File: src/verilog/csr_cfg.svh
`ifndef CSR_CFG_SVH
`define CSR_CFG_SVH

// --------------------
// Datapath widths
// --------------------

// One CSR word, RV32 only
`define CSR_XLEN 32

// Full cycle counter, split into two CSR halves
`define CSR_CNT_W 64

// --------------------
// Read-only ID values
// --------------------

// Hart number of this core
`define CSR_HART_ID 0

// Zero means a non-commercial implementation
`define CSR_VENDOR_ID 0

// No registered architecture ID
`define CSR_ARCH_ID 0

// Implementation version
`define CSR_IMP_ID 0

`endif

File: src/verilog/csr_pkg.sv
`include "csr_cfg.svh"

package csr_pkg;

    // Data word and raw 12-bit address
    typedef logic [`CSR_XLEN-1:0] csr_word_t;
    typedef logic [11:0]          csr_addr_t;

    // Implemented CSR addresses, also the decoder opcode set
    typedef enum logic [11:0] {
        CSR_MSTATUS   = 12'h300,
        CSR_MIE       = 12'h304,
        CSR_MTVEC     = 12'h305,
        CSR_MSCRATCH  = 12'h340,
        CSR_MEPC      = 12'h341,
        CSR_MCAUSE    = 12'h342,
        CSR_MTVAL     = 12'h343,
        CSR_MIP       = 12'h344,
        CSR_MCYCLE    = 12'hB00,
        CSR_MCYCLEH   = 12'hB80,
        CSR_CYCLE     = 12'hC00,
        CSR_CYCLEH    = 12'hC80,
        CSR_MVENDORID = 12'hF11,
        CSR_MARCHID   = 12'hF12,
        CSR_MIMPID    = 12'hF13,
        CSR_MHARTID   = 12'hF14
    } csr_addr_e;

    // Synchronous exception codes
    typedef enum logic [3:0] {
        EXC_INSTR_MISALIGN = 4'd0,
        EXC_INSTR_FAULT    = 4'd1,
        EXC_ILLEGAL        = 4'd2,
        EXC_BREAKPOINT     = 4'd3,
        EXC_LOAD_MISALIGN  = 4'd4,
        EXC_LOAD_FAULT     = 4'd5,
        EXC_STORE_MISALIGN = 4'd6,
        EXC_STORE_FAULT    = 4'd7,
        EXC_ECALL_U        = 4'd8,
        EXC_ECALL_S        = 4'd9,
        EXC_RSVD_10        = 4'd10,
        EXC_ECALL_M        = 4'd11,
        EXC_INSTR_PAGE     = 4'd12,
        EXC_LOAD_PAGE      = 4'd13,
        EXC_RSVD_14        = 4'd14,
        EXC_STORE_PAGE     = 4'd15
    } exc_cause_e;

    // Machine interrupt codes, equal to their mie/mip bit positions
    typedef enum logic [3:0] {
        IRQ_SOFT  = 4'd3,
        IRQ_TIMER = 4'd7,
        IRQ_EXT   = 4'd11
    } irq_cause_e;

    // mtvec MODE field
    typedef enum logic [1:0] {
        DIRECT   = 2'd0,
        VECTORED = 2'd1
    } mtvec_mode_e;

endpackage

File: src/verilog/csr_if.sv
`timescale 1ns/10ps

// Architectural CSR state shared by the register block
interface csr_state_if;
    import csr_pkg::*;

    logic      mstatus_mie;
    logic      mstatus_mpie;
    csr_word_t mie;
    csr_word_t mip;
    csr_word_t mtvec;
    csr_word_t mscratch;
    csr_word_t mepc;
    csr_word_t mcause;
    csr_word_t mtval;

    modport producer (output mstatus_mie, mstatus_mpie, mie, mip, mtvec,
                      output mscratch, mepc, mcause, mtval);
    modport consumer (input mstatus_mie, mstatus_mpie, mie, mip, mtvec,
                      input mscratch, mepc, mcause, mtval);
endinterface

// Trap decision from the arbiter to the register block
interface csr_trap_if;
    import csr_pkg::*;

    logic      trap_taken;
    // Full mcause value, bit 31 flags an interrupt
    csr_word_t trap_cause;
    logic      tval_we;
    csr_word_t tval;

    modport ctrl (output trap_taken, trap_cause, tval_we, tval);
    modport regs (input trap_taken, trap_cause, tval_we, tval);
endinterface

File: src/verilog/csr_cycle_counter.sv
`timescale 1ns/10ps
`include "csr_cfg.svh"

module csr_cycle_counter
(
    input  logic                  clk_i,
    input  logic                  rst_i,
    input  logic                  csr_we_i,
    input  csr_pkg::csr_addr_t    csr_we_addr_i,
    input  csr_pkg::csr_word_t    csr_we_data_i,
    output logic [`CSR_CNT_W-1:0] count_o
);
    import csr_pkg::*;

    logic [`CSR_CNT_W-1:0] count_q;
    logic                  wr_lo;
    logic                  wr_hi;

    // Only the machine names are writable, CYCLE/CYCLEH are read aliases
    assign wr_lo = csr_we_i && (csr_we_addr_i == CSR_MCYCLE);
    assign wr_hi = csr_we_i && (csr_we_addr_i == CSR_MCYCLEH);

    // A written half loads and counting pauses for that edge
    always_ff @(posedge clk_i)
    begin
        if (rst_i)
            count_q <= '0;
        else if (wr_lo)
            count_q[`CSR_XLEN-1:0] <= csr_we_data_i;
        else if (wr_hi)
            count_q[`CSR_CNT_W-1:`CSR_XLEN] <= csr_we_data_i;
        else
            count_q <= count_q + 1'b1;
    end

    assign count_o = count_q;

    a_count_step: assert property (@(posedge clk_i) disable iff (rst_i)
        !wr_lo && !wr_hi |=> count_q == $past(count_q) + 1'b1)
        else $error("cycle counter did not advance by one");

endmodule

File: src/verilog/csr_machine_regs.sv
`timescale 1ns/10ps
`include "csr_cfg.svh"

module csr_machine_regs
(
    input  logic               clk_i,
    input  logic               rst_i,
    // Software write port
    input  logic               csr_we_i,
    input  csr_pkg::csr_addr_t csr_we_addr_i,
    input  csr_pkg::csr_word_t csr_we_data_i,
    // Return address saved on a trap
    input  csr_pkg::csr_word_t next_pc_i,
    input  logic               mret_i,
    // Raw interrupt lines
    input  logic               ext_irq_i,
    input  logic               tmr_irq_i,
    input  logic               sft_irq_i,
    csr_state_if.producer      state_o,
    csr_trap_if.regs           trap_i
);
    import csr_pkg::*;

    logic      mstatus_mie_q;
    logic      mstatus_mpie_q;
    csr_word_t mie_q;
    csr_word_t mip_q;
    csr_word_t mtvec_q;
    csr_word_t mscratch_q;
    csr_word_t mepc_q;
    csr_word_t mcause_q;
    csr_word_t mtval_q;

    csr_word_t irq_req;

    logic wr_mstatus;
    logic wr_mie;
    logic wr_mtvec;
    logic wr_mscratch;
    logic wr_mepc;
    logic wr_mcause;
    logic wr_mtval;

    // --------------------
    // Write decode
    // --------------------
    assign wr_mstatus  = csr_we_i && (csr_we_addr_i == CSR_MSTATUS);
    assign wr_mie      = csr_we_i && (csr_we_addr_i == CSR_MIE);
    assign wr_mtvec    = csr_we_i && (csr_we_addr_i == CSR_MTVEC);
    assign wr_mscratch = csr_we_i && (csr_we_addr_i == CSR_MSCRATCH);
    assign wr_mepc     = csr_we_i && (csr_we_addr_i == CSR_MEPC);
    assign wr_mcause   = csr_we_i && (csr_we_addr_i == CSR_MCAUSE);
    assign wr_mtval    = csr_we_i && (csr_we_addr_i == CSR_MTVAL);

    // Request lines placed at MEIP/MTIP/MSIP
    always_comb
    begin
        irq_req            = '0;
        irq_req[IRQ_EXT]   = ext_irq_i;
        irq_req[IRQ_TIMER] = tmr_irq_i;
        irq_req[IRQ_SOFT]  = sft_irq_i;
    end

    // --------------------
    // mstatus MIE/MPIE
    // --------------------
    always_ff @(posedge clk_i)
    begin
        if (rst_i)
        begin
            mstatus_mie_q  <= 1'b0;
            mstatus_mpie_q <= 1'b0;
        end
        else if (trap_i.trap_taken)
        begin
            // Stack MIE into MPIE and mask further interrupts
            mstatus_mpie_q <= mstatus_mie_q;
            mstatus_mie_q  <= 1'b0;
        end
        else if (mret_i)
        begin
            mstatus_mie_q  <= mstatus_mpie_q;
            mstatus_mpie_q <= 1'b1;
        end
        else if (wr_mstatus)
        begin
            mstatus_mie_q  <= csr_we_data_i[3];
            mstatus_mpie_q <= csr_we_data_i[7];
        end
    end

    // --------------------
    // Enables, pending, vector, scratch
    // --------------------
    always_ff @(posedge clk_i)
    begin
        if (rst_i)
        begin
            mie_q      <= '0;
            mip_q      <= '0;
            mtvec_q    <= '0;
            mscratch_q <= '0;
        end
        else
        begin
            if (wr_mie)
            begin
                // Only MEIE, MTIE and MSIE exist
                mie_q[IRQ_EXT]   <= csr_we_data_i[IRQ_EXT];
                mie_q[IRQ_TIMER] <= csr_we_data_i[IRQ_TIMER];
                mie_q[IRQ_SOFT]  <= csr_we_data_i[IRQ_SOFT];
            end
            // Pending bits trail the request lines by one cycle
            mip_q <= irq_req & mie_q;
            if (wr_mtvec)
            begin
                mtvec_q <= csr_we_data_i;
            end
            if (wr_mscratch)
            begin
                mscratch_q <= csr_we_data_i;
            end
        end
    end

    // --------------------
    // Trap record
    // --------------------
    always_ff @(posedge clk_i)
    begin
        if (rst_i)
        begin
            mepc_q   <= '0;
            mcause_q <= '0;
            mtval_q  <= '0;
        end
        else if (trap_i.trap_taken)
        begin
            mepc_q   <= next_pc_i;
            mcause_q <= trap_i.trap_cause;
            // mtval holds only for address-type exceptions
            if (trap_i.tval_we)
            begin
                mtval_q <= trap_i.tval;
            end
        end
        else
        begin
            if (wr_mepc)
            begin
                mepc_q <= csr_we_data_i;
            end
            if (wr_mcause)
            begin
                mcause_q <= csr_we_data_i;
            end
            if (wr_mtval)
            begin
                mtval_q <= csr_we_data_i;
            end
        end
    end

    assign state_o.mstatus_mie  = mstatus_mie_q;
    assign state_o.mstatus_mpie = mstatus_mpie_q;
    assign state_o.mie          = mie_q;
    assign state_o.mip          = mip_q;
    assign state_o.mtvec        = mtvec_q;
    assign state_o.mscratch     = mscratch_q;
    assign state_o.mepc         = mepc_q;
    assign state_o.mcause       = mcause_q;
    assign state_o.mtval        = mtval_q;

    // mtval loads only in the trap branch
    // An enable outside an exception trap would lose the fault value
    a_tval_we: assert property (@(posedge clk_i) disable iff (rst_i)
        trap_i.tval_we |-> trap_i.trap_taken && !trap_i.trap_cause[`CSR_XLEN-1])
        else $error("mtval write enable without an exception trap");

endmodule

File: src/verilog/csr_read_mux.sv
`timescale 1ns/10ps
`include "csr_cfg.svh"

module csr_read_mux
(
    input  csr_pkg::csr_addr_t    csr_rd_addr_i,
    csr_state_if.consumer         state_i,
    input  logic [`CSR_CNT_W-1:0] count_i,
    output csr_pkg::csr_word_t    csr_data_o
);
    import csr_pkg::*;

    csr_word_t mstatus_w;

    // mstatus view, MPP fixed to M-mode since no lower privilege exists
    always_comb
    begin
        mstatus_w        = '0;
        mstatus_w[12:11] = 2'b11;
        mstatus_w[7]     = state_i.mstatus_mpie;
        mstatus_w[3]     = state_i.mstatus_mie;
    end

    // --------------------
    // Address decode
    // --------------------
    always_comb
    begin
        case (csr_rd_addr_i)
            CSR_MSTATUS:   csr_data_o = mstatus_w;
            CSR_MIE:       csr_data_o = state_i.mie;
            CSR_MIP:       csr_data_o = state_i.mip;
            CSR_MTVEC:     csr_data_o = state_i.mtvec;
            CSR_MSCRATCH:  csr_data_o = state_i.mscratch;
            CSR_MEPC:      csr_data_o = state_i.mepc;
            CSR_MCAUSE:    csr_data_o = state_i.mcause;
            CSR_MTVAL:     csr_data_o = state_i.mtval;
            // Counter halves, user aliases share the machine counter
            CSR_MCYCLE,
            CSR_CYCLE:     csr_data_o = count_i[`CSR_XLEN-1:0];
            CSR_MCYCLEH,
            CSR_CYCLEH:    csr_data_o = count_i[`CSR_CNT_W-1:`CSR_XLEN];
            // Read-only IDs
            CSR_MVENDORID: csr_data_o = csr_word_t'(`CSR_VENDOR_ID);
            CSR_MARCHID:   csr_data_o = csr_word_t'(`CSR_ARCH_ID);
            CSR_MIMPID:    csr_data_o = csr_word_t'(`CSR_IMP_ID);
            CSR_MHARTID:   csr_data_o = csr_word_t'(`CSR_HART_ID);
            default:       csr_data_o = '0;
        endcase
    end

endmodule

File: src/verilog/csr_top.sv
`timescale 1ns/10ps
`include "csr_cfg.svh"

module csr_top
(
    input  logic                clk_i,
    input  logic                rst_i,
    // Software read, combinational
    input  csr_pkg::csr_addr_t  csr_rd_addr_i,
    output csr_pkg::csr_word_t  csr_data_o,
    // Software write, applied at the next edge
    input  logic                csr_we_i,
    input  csr_pkg::csr_addr_t  csr_we_addr_i,
    input  csr_pkg::csr_word_t  csr_we_data_i,
    // Machine interrupt requests
    input  logic                ext_irq_i,
    input  logic                tmr_irq_i,
    input  logic                sft_irq_i,
    // Synchronous exception
    input  logic                exp_vld_i,
    input  csr_pkg::exc_cause_e exp_cause_i,
    input  csr_pkg::csr_word_t  exp_tval_i,
    // Trap entry and return
    input  csr_pkg::csr_word_t  next_pc_i,
    input  logic                mret_i,
    output logic                trap_taken_o,
    output csr_pkg::csr_word_t  handler_pc_o,
    output csr_pkg::csr_word_t  return_pc_o
);

    logic [`CSR_CNT_W-1:0] cycle_count;

    csr_state_if state_if ();
    csr_trap_if  trap_if ();

    // --------------------
    // Register state and trap record
    // --------------------
    csr_machine_regs i_machine_regs (
        .clk_i         (clk_i),
        .rst_i         (rst_i),
        .csr_we_i      (csr_we_i),
        .csr_we_addr_i (csr_we_addr_i),
        .csr_we_data_i (csr_we_data_i),
        .next_pc_i     (next_pc_i),
        .mret_i        (mret_i),
        .ext_irq_i     (ext_irq_i),
        .tmr_irq_i     (tmr_irq_i),
        .sft_irq_i     (sft_irq_i),
        .state_o       (state_if.producer),
        .trap_i        (trap_if.regs)
    );

    csr_trap_ctrl i_trap_ctrl (
        .ext_irq_i    (ext_irq_i),
        .tmr_irq_i    (tmr_irq_i),
        .sft_irq_i    (sft_irq_i),
        .exp_vld_i    (exp_vld_i),
        .exp_cause_i  (exp_cause_i),
        .exp_tval_i   (exp_tval_i),
        .state_i      (state_if.consumer),
        .trap_o       (trap_if.ctrl),
        .handler_pc_o (handler_pc_o)
    );

    csr_cycle_counter i_cycle_counter (
        .clk_i         (clk_i),
        .rst_i         (rst_i),
        .csr_we_i      (csr_we_i),
        .csr_we_addr_i (csr_we_addr_i),
        .csr_we_data_i (csr_we_data_i),
        .count_o       (cycle_count)
    );

    csr_read_mux i_read_mux (
        .csr_rd_addr_i (csr_rd_addr_i),
        .state_i       (state_if.consumer),
        .count_i       (cycle_count),
        .csr_data_o    (csr_data_o)
    );

    // mret target is the saved mepc
    assign trap_taken_o = trap_if.trap_taken;
    assign return_pc_o  = state_if.mepc;

endmodule

File: src/verilog/csr_trap_ctrl.sv
`timescale 1ns/10ps
`include "csr_cfg.svh"

module csr_trap_ctrl
(
    // Raw interrupt lines
    input  logic                ext_irq_i,
    input  logic                tmr_irq_i,
    input  logic                sft_irq_i,
    // Synchronous exception from the pipeline
    input  logic                exp_vld_i,
    input  csr_pkg::exc_cause_e exp_cause_i,
    input  csr_pkg::csr_word_t  exp_tval_i,
    csr_state_if.consumer       state_i,
    csr_trap_if.ctrl            trap_o,
    output csr_pkg::csr_word_t  handler_pc_o
);
    import csr_pkg::*;

    logic        irq_pend;
    irq_cause_e  irq_cause;
    mtvec_mode_e vec_mode;
    csr_word_t   vec_base;

    // --------------------
    // Interrupt priority
    // --------------------
    always_comb
    begin
        irq_pend  = 1'b0;
        irq_cause = IRQ_SOFT;
        // Global enable first, then external > timer > software
        if (state_i.mstatus_mie)
        begin
            if (ext_irq_i && state_i.mie[IRQ_EXT])
            begin
                irq_pend  = 1'b1;
                irq_cause = IRQ_EXT;
            end
            else if (tmr_irq_i && state_i.mie[IRQ_TIMER])
            begin
                irq_pend  = 1'b1;
                irq_cause = IRQ_TIMER;
            end
            else if (sft_irq_i && state_i.mie[IRQ_SOFT])
            begin
                irq_pend  = 1'b1;
                irq_cause = IRQ_SOFT;
            end
        end
    end

    // Exceptions always trap and override any interrupt
    assign trap_o.trap_taken = exp_vld_i || irq_pend;
    assign trap_o.trap_cause = exp_vld_i
        ? {1'b0, {(`CSR_XLEN-5){1'b0}}, exp_cause_i}
        : {1'b1, {(`CSR_XLEN-5){1'b0}}, irq_cause};

    // Faulting address is kept only for address-type causes
    assign trap_o.tval_we = exp_vld_i && (exp_cause_i inside {
        EXC_INSTR_MISALIGN, EXC_INSTR_FAULT, EXC_LOAD_MISALIGN, EXC_LOAD_FAULT,
        EXC_STORE_MISALIGN, EXC_STORE_FAULT, EXC_INSTR_PAGE, EXC_LOAD_PAGE,
        EXC_STORE_PAGE});
    assign trap_o.tval = exp_tval_i;

    // --------------------
    // Handler address
    // --------------------
    assign vec_mode = mtvec_mode_e'(state_i.mtvec[1:0]);
    assign vec_base = {state_i.mtvec[`CSR_XLEN-1:2], 2'b00};

    // Vectored mode offsets interrupts by 4*cause; reserved modes act as direct
    assign handler_pc_o = (vec_mode == VECTORED && irq_pend && !exp_vld_i)
        ? vec_base + (csr_word_t'(irq_cause) << 2)
        : vec_base;

    // An interrupt cause must be a machine code whose enable path was open
    always_comb
    begin
        if (trap_o.trap_taken && trap_o.trap_cause[`CSR_XLEN-1])
        begin
            a_irq_cause: assert (!exp_vld_i && state_i.mstatus_mie
                && (trap_o.trap_cause[3:0] inside {IRQ_SOFT, IRQ_TIMER, IRQ_EXT})
                && (trap_o.trap_cause[`CSR_XLEN-2:4] == '0)
                && state_i.mie[trap_o.trap_cause[3:0]])
            else $error("interrupt cause outside 3/7/11 or not enabled");
        end
    end

endmodule
File: config.mk
export PLATFORM = sky130hd
export DESIGN_NAME = csr_top
export DESIGN_NICKNAME = d
export VERILOG_FILES = /design/src/verilog/csr_pkg.sv /design/src/verilog/csr_if.sv /design/src/verilog/csr_cycle_counter.sv /design/src/verilog/csr_machine_regs.sv /design/src/verilog/csr_read_mux.sv /design/src/verilog/csr_top.sv /design/src/verilog/csr_trap_ctrl.sv
export VERILOG_INCLUDE_DIRS = /design/src /design/src/verilog
export SDC_FILE = /design/constraint.sdc
export NUM_CORES = 1
export LEC_CHECK = 0
export BUFFER_PORTS_ARGS = -buffer_cell sky130_fd_sc_hd__clkbuf_2
export CELL_PAD_IN_SITES_DETAIL_PLACEMENT = 0
export CELL_PAD_IN_SITES_GLOBAL_PLACEMENT = 1
export CORE_MARGIN = 3
export CORE_UTILIZATION = 47
export DETAILED_ROUTE_END_ITERATION = 10
export PLACE_DENSITY_LB_ADDON = 0.1
export SKIP_CTS_REPAIR_TIMING = 1
export SLEW_MARGIN = 20
export SYNTH_ARGS = -nofsm -noshare
export SYNTH_HDL_FRONTEND = slang
export SYNTH_HIERARCHICAL = 1
export SYNTH_SLANG_ARGS = --single-unit
File: constraint.sdc
create_clock -name clk_i -period 4.55 [get_ports clk_i]
set_input_delay 0.2275 -clock clk_i [delete_from_list [all_inputs] [get_ports clk_i]]
set_output_delay 0.2275 -clock clk_i [all_outputs]
set_load 0.005 [all_outputs]
==> results of run 1 <==
-- layout by cell type (no fill, tap or decap), types with 11 or more instances in the layout --
master / synthesis / final
mux2i_1: 122 / 122
o2bb2ai_1: 11 / 11
a31oi_1: 12 / 12
o22ai_1: 31 / 31
nor4_1: 27 / 27
conb_1: 2 / 87
nor3_1: 90 / 89
a211oi_1: 64 / 64
nand2_1: 212 / 212
buf_4: 121 / 29
xnor2_1: 30 / 30
nor2b_1: 81 / 81
clkbuf_2: 0 / 224
nor2_1: 133 / 133
a21oi_1: 128 / 128
a2111oi_2: 32 / 32
dfxtp_1: 232 / 232
inv_1: 19 / 19
o21ai_0: 45 / 44
nand4_1: 27 / 27
and3_1: 16 / 16
dlygate4sd3_1: 0 / 26
nand3_1: 55 / 54
clkbuf_16: 0 / 28
a22oi_1: 26 / 26
xor2_1: 19 / 19
a2111oi_1: 23 / 23
-- synthesized netlist by cell type, types with 5 or more instances --
| master | number | area share (%) |
|---|---|---|
| a2111oi_0 | 8 | 0.45 |
| a2111oi_1 | 23 | 1.5 |
| a2111oi_2 | 32 | 3.1 |
| a211o_1 | 6 | 0.33 |
| a211oi_1 | 64 | 3.1 |
| a21oi_1 | 128 | 4.1 |
| a221o_2 | 7 | 0.50 |
| a221oi_1 | 9 | 0.50 |
| a22o_1 | 5 | 0.28 |
| a22oi_1 | 26 | 1.2 |
| a31oi_1 | 12 | 0.48 |
| a32oi_1 | 10 | 0.56 |
| and3_1 | 16 | 0.64 |
| and4_1 | 10 | 0.56 |
| buf_1 | 8 | 0.19 |
| buf_2 | 29 | 0.92 |
| buf_4 | 121 | 5.8 |
| buf_6 | 7 | 0.50 |
| clkbuf_1 | 102 | 2.4 |
| dfxtp_1 | 232 | 30 |
| inv_1 | 19 | 0.45 |
| mux2_2 | 10 | 0.72 |
| mux2i_1 | 122 | 7.8 |
| nand2_1 | 212 | 5.1 |
| nand2b_1 | 8 | 0.32 |
| nand3_1 | 55 | 1.8 |
| nand4_1 | 27 | 1.1 |
| nor2_1 | 133 | 3.2 |
| nor2b_1 | 81 | 3.2 |
| nor3_1 | 90 | 2.9 |
| nor4_1 | 27 | 1.1 |
| nor4_2 | 8 | 0.64 |
| nor4_4 | 5 | 0.68 |
| o211ai_1 | 6 | 0.29 |
| o211ai_2 | 6 | 0.48 |
| o21a_1 | 5 | 0.24 |
| o21ai_0 | 45 | 1.4 |
| o22ai_1 | 31 | 1.2 |
| o2bb2ai_1 | 11 | 0.61 |
| o32a_1 | 5 | 0.32 |
| or3_1 | 7 | 0.28 |
| or4_1 | 7 | 0.33 |
| xnor2_1 | 30 | 1.7 |
| xor2_1 | 19 | 1.1 |
-- layout make-up --
type                       count  area (um^2)
tap                          442        553.0
sequential                   232         4644
timing repair buffer         282         1653
inverter                      19        71.32
multi-input combinational   1489         9814
antenna                        2        5.005
fill                        3190        15080
clock inverter                10        150.1
clock buffer                  39        812.0
-- sequential cells by signal, indices dropped and copies added, names as in the netlist, 3 cells and up --
register and count:
i_machine_regs/state_o.mepc 32, i_machine_regs/state_o.mip 3, i_machine_regs/state_o.mtvec 32, i_cycle_counter/count_o 64, i_machine_regs/state_o.mscratch 32, i_machine_regs/state_o.mcause 32, i_machine_regs/state_o.mtval 32, i_machine_regs/state_o.mie 3
-- layer usage --
| layer | track usage (%) | share of wire, % |
|---|---|---|
| met5 | 0 | 0.067 |
| met1 | 48.49 | 44 |
| met3 | 6.809 | 9.8 |
| met4 | 12.46 | 4.2 |
| met2 | 50.38 | 42 |
-- through the flow --
stage / instance area [um^2] / instances / worst slack, ps / utilization [%] / power (uW)
6_report: 17700 / 2515 / 1178 / 54.00 / 5111
2_1_floorplan: 16030 / 2007 / 2218 / - / 2587
4_1_cts: 17440 / 2487 / 1184 / 53.19 / 5111
5_1_grt: 17700 / 2514 / 919.1 / 53.99 / 5273
3_5_place_dp: 16480 / 2438 / 1473 / 50.26 / 2771
3_3_place_gp: 16480 / 2438 / 1482 / 50.26 / 2764
-- worst max-delay path by stage --
| stage | to |
|---|---|
| after floorplan | i_machine_regs/state_o.mtval[10]$_SDFFE_PP0P_ |
| after global placement | csr_data_o[27] |
| after detailed placement | i_machine_regs/state_o.mtval[20]$_SDFFE_PP0P_ |
| after CTS | handler_pc_o[9] |
| after global routing | handler_pc_o[9] |
| final | handler_pc_o[9] |
-- worst max-delay path: stages, from the launching register on --
cell	delay (ps)
dfxtp_1	510
nand3_1	110
a21oi_1	270
ha_1	330
o21a_1	130
o31ai_1	650
nor2_1	170
nand3_1	150
xnor2_1	120
clkbuf_2	130
-- logic make-up (layout without fill, tap and decap cells) --
| group | count (synthesis) | after routing | share of synthesized area, % |
|---|---|---|---|
| xor+xnor | 49 | 49 | 2.731 |
| simple gates | 740 | 740 | 25.15 |
| mux | 132 | 132 | 8.489 |
| fa+ha+maj | 4 | 4 | 0.3185 |
| other cells | 2 | 89 | 0.04780 |
| flops | 232 | 232 | 29.56 |
| buf+inv | 286 | 350 | 10.29 |
| compound gates | 477 | 477 | 23.42 |
-- power breakdown --
part | total (uW) | switching, uW | internal, uW
Clock | 2350 | 943 | 1410
Sequential | 2150 | 54.2 | 2100
Combinational | 610 | 380 | 229
Total | 5110 | 1380 | 3730
==> flow_summary.json, run 1 <==
{
  "cts-root-buf": "clkbuf_16",
  "area_delta_synth_final_pct": 12.67,
  "hold_path_depth": 3,
  "fp-row-count": 66,
  "clk_path_buf_depth": 3,
  "grt_setup_unrepaired": "no",
  "critPathKind": "reg2out",
  "fin_crit_sh_pct": 74.11,
  "worstPathRequired_ps": 4320,
  "fmax_mhz": 296.5,
  "drc": 0,
  "tns_ps": 0,
  "io_pins": 229,
  "cp-end-kind": "output pin",
  "ys_seq_area_share_pct": 29.56,
  "violations": "hold timing",
  "hold_viol_final": 9,
  "cellPowerDensity_nw_per_um2": 288.7,
  "worst_slew_margin_rel_pct": 25.58,
  "ys_async_sr_fraction_pct": 0,
  "whs_ps": -10.21,
  "synth-seq-cells": 232,
  "synth_flop_cell": "dfxtp_1",
  "grt_pass1_vias": 14180,
  "finClkSkew_ps": 19.46,
  "die_y_um": 188.8,
  "synth.distinct_cells": 95,
  "hold_path_end": "i_machine_regs/state_o.mtval[5]$_SDFFE_PP0P_",
  "wl_um": 62920,
  "leakage_uw": 0.006510,
  "timing.rr.start": "i_machine_regs/state_o.mie[7]$_SDFFE_PP0P_",
  "maxCapViolations": 0,
  "dr.pass1.iters": 5,
  "synth-edff-count": 0,
  "tightest_slew_ps": 1116,
  "cts_made_buffers": 28,
  "start_util_pct": 47.93,
  "clock_sinks": 232,
  "hold_start": "exp_tval_i[5]",
  "grt-ovfl-total": 0,
  "ff2ff_path_depth": 7,
  "arrival_ps": 3140,
  "vdd_drop_max_mv": 0.2937,
  "min_period_ps": 3372,
  "rrSetupSlack_ps": 1410,
  "place.gp.congestion": 1.013,
  "wl_per_cell_um": 25.02,
  "htreeDepth": 1,
  "nNetsFinal": 2188,
  "vias": 15640,
  "netlist_area_um2": 15710,
  "status": "finished with violations",
  "drtIter0Drc": 1514,
  "yosys_warnings": 6,
  "grt.total_usage_pct": 33.88,
  "setup_viol": 0,
  "worst_setup_hold_path_clk_slew_ps": 60,
  "port_buffers": 226,
  "synthCells": 1922,
  "ant_nets": 0,
  "avgSynthCellArea_um2": 8.175,
  "grt_max_degree": 131,
  "dieWidth_um": 188.8,
  "insertion_delay_ps": 570,
  "vias_per_cell": 6.217,
  "dieArea_um2": 35660,
  "drv_slew": 0,
  "tritoncts": "built",
  "antenna_found_initial": 5,
  "coreArea_um2": 32780,
  "grt_pass1_wl_um": 92470,
  "worstPathMaxFanout": 7,
  "dp_hpwl_um": 45100,
  "r2r_end": "i_machine_regs/state_o.mtval[20]$_SDFFE_PP0P_",
  "crit_path_start": "i_machine_regs/state_o.mstatus_mie$_SDFFE_PP0P_",
  "critPathLaunchType": "flip-flop",
  "hold_class": "in2reg",
  "drive_above_1_share_pct": 19.60
}
(Power assumes the default switching activity.)
==> run 2, diff against run 1 <==
CORE_UTILIZATION = 44   (was 47)
clock period = 3.3 ns   (was 4.55 ns; I/O delays follow)
==> run 2 against run 1 <==
Effect of this change: the run still ends with hold timing left; sequential power grew 38%; critical endpoint is now handler_pc_o[24]; total power grew 37%; register-to-register slack lost 750 ps; non-clock buffer count grew 51; clock skew shrank 8.7 ps; cell area grew 2.7%; via count grew 0.83%.
==> flow_summary.json, run 2 (synthesis gave the netlist of run 1 again) <==
{
  "place.gp.congestion": 0.9459,
  "drive_above_1_share_pct": 20.51,
  "drtIter0Drc": 1508,
  "grt_setup_unrepaired": "no",
  "p_comb_share_pct": 12.6,
  "violations": "hold timing",
  "fin_crit_sh_pct": 90.53,
  "worst_setup_hold_path_clk_slew_ps": 60,
  "cp-end-kind": "output pin",
  "largest_reg_flops": 64,
  "clkPwrFrac_pct": 45.1,
  "maxCapViolations": 0,
  "tightest_slew_ps": 886.8,
  "worstPathMaxFanout": 9,
  "hold_viol_final": 9,
  "layout_commonest_cell": "dfxtp_1",
  "worstPathRequired_ps": 3130,
  "nNetsFinal": 2240,
  "hold_class": "in2reg",
  "grt_pass1_wl_um": 94690,
  "final_core_util_pct": 52.14,
  "htreeDepth": 1,
  "clk_path_buf_depth": 3,
  "placed_cells": 2475,
  "dp_hpwl_um": 46740,
  "tns_ps": 0,
  "final_cell_mix": "dfxtp_1, clkbuf_2, nand2_1",
  "grt_max_degree": 79,
  "antenna_found_initial": 7,
  "grt_pass1_vias": 14530,
  "cts-root-buf": "clkbuf_16",
  "clock_sinks": 232,
  "swShare_pct": 27.45,
  "worst_slew_margin_rel_pct": 40.05,
  "status": "finished with violations",
  "finalNonFillerCells": 2587,
  "wl_um": 64680,
  "port_buffers": 226,
  "tritoncts": "built",
  "placed_area_um2": 16700,
  "intPower_uw": 5079,
  "dieArea_um2": 38010,
  "insertion_delay_ps": 550,
  "leakage_uw": 0.006733,
  "start_util_pct": 45.04,
  "die_y_um": 195.0,
  "io_pins": 229,
  "min_period_ps": 2987,
  "power_switching_uw": 1922,
  "setup_viol": 0,
  "whs_ps": -34.56,
  "final_area_um2": 18190,
  "grt-ovfl-total": 0,
  "drc": 0,
  "pwr-share-seq_pct": 42.3,
  "cellPowerDensity_nw_per_um2": 384.9,
  "ant_nets": 0,
  "finClkSkew_ps": 10.72,
  "dr.pass1.iters": 6,
  "vias": 15770,
  "critPathLaunchType": "flip-flop",
  "cts_made_buffers": 29,
  "fp-row-count": 68,
  "drv_slew": 0,
  "vdd_drop_max_mv": 0.3549,
  "critPathKind": "reg2out",
  "wl_per_cell_um": 25.00,
  "fmax_mhz": 334.7,
  "dieWidth_um": 195.0,
  "vias_per_cell": 6.094,
  "area_delta_synth_final_pct": 15.76,
  "grt.total_usage_pct": 32.28,
  "coreArea_um2": 34880,
  "arrival_ps": 2820
}
-- run 2: cell types whose count changed in the layout (fill, tap and decap cells not counted), sizes merged --
| cell | before | now |
|---|---|---|
| buf | 31 | 55 |
| bufinv | 3 | 1 |
| clkbuf | 264 | 267 |
| clkinv | 7 | 9 |
| diode | 2 | 6 |
| dlygate4sd3 | 26 | 53 |
| inv | 19 | 20 |
-- run 2: power by group through the flow --
stage                     combinational [uW]  clock [uW]  sequential [uW]
after floorplan                          568           0             3000
after global placement                   802           0             3020
after detailed placement                 810           0             3020
after CTS                                813        3190             2960
after global routing                     946        3310             2970
final                                    879        3160             2960
-- run 2: path summary, 6_finish.rpt --
check | from | to | slack, ps | cells after the start
setup / recovery | i_machine_regs/state_o.mstatus_mie$_SDFFE_PP0P_ | handler_pc_o[24] | 310 | 9
hold / removal | exp_tval_i[2] | i_machine_regs/state_o.mtval[2]$_SDFFE_PP0P_ | -30 | 3
setup reg to reg | i_cycle_counter/count_o[3]$_SDFFE_PP0P_ | i_cycle_counter/count_o[33]$_SDFFE_PP0N_ | 660 | 6
hold reg to reg | i_machine_regs/state_o.mscratch[2]$_SDFFE_PP0P_ | i_machine_regs/state_o.mscratch[2]$_SDFFE_PP0P_ | 450 | 2
-- run 2: layout make-up --
type                    instances  area [um^2]
clock buffers                  42        844.6
clock inverters                11        87.58
inverters                      19        71.32
well taps                     455        569.3
flip-flops and latches        232         4646
multi-input cells            1489         9827
repair buffers                333         2128
fillers                      3395        16690
diodes                          6        15.01
-- run 2: critical path: stages (launching register included) --
cell and delay (ps):
dfxtp_2 420, nand3_1 110, a21oi_2 230, ha_1 260, nor2_1 80, a21oi_2 240
nand3_2 230, nor4_1 390, xor2_1 170, clkbuf_2 130
-- run 2: through the flow --
stage               power [uW]  worst slack [ps]
floorplan                 3567             968.2
global placement          3822             697.8
detailed placement        3832             601.4
CTS                       6960             4.928
global route              7226             103.6
finish                    7000             312.6
-- run 2: layer usage --
metal	vias to the layer above	wire length [um]	track usage, %
met4	2	2890	12.49
met3	129	6306	6.970
met5	-	13	0
met1	7570	28440	47.13
met2	771	27030	46.35
li1	7294	-	-
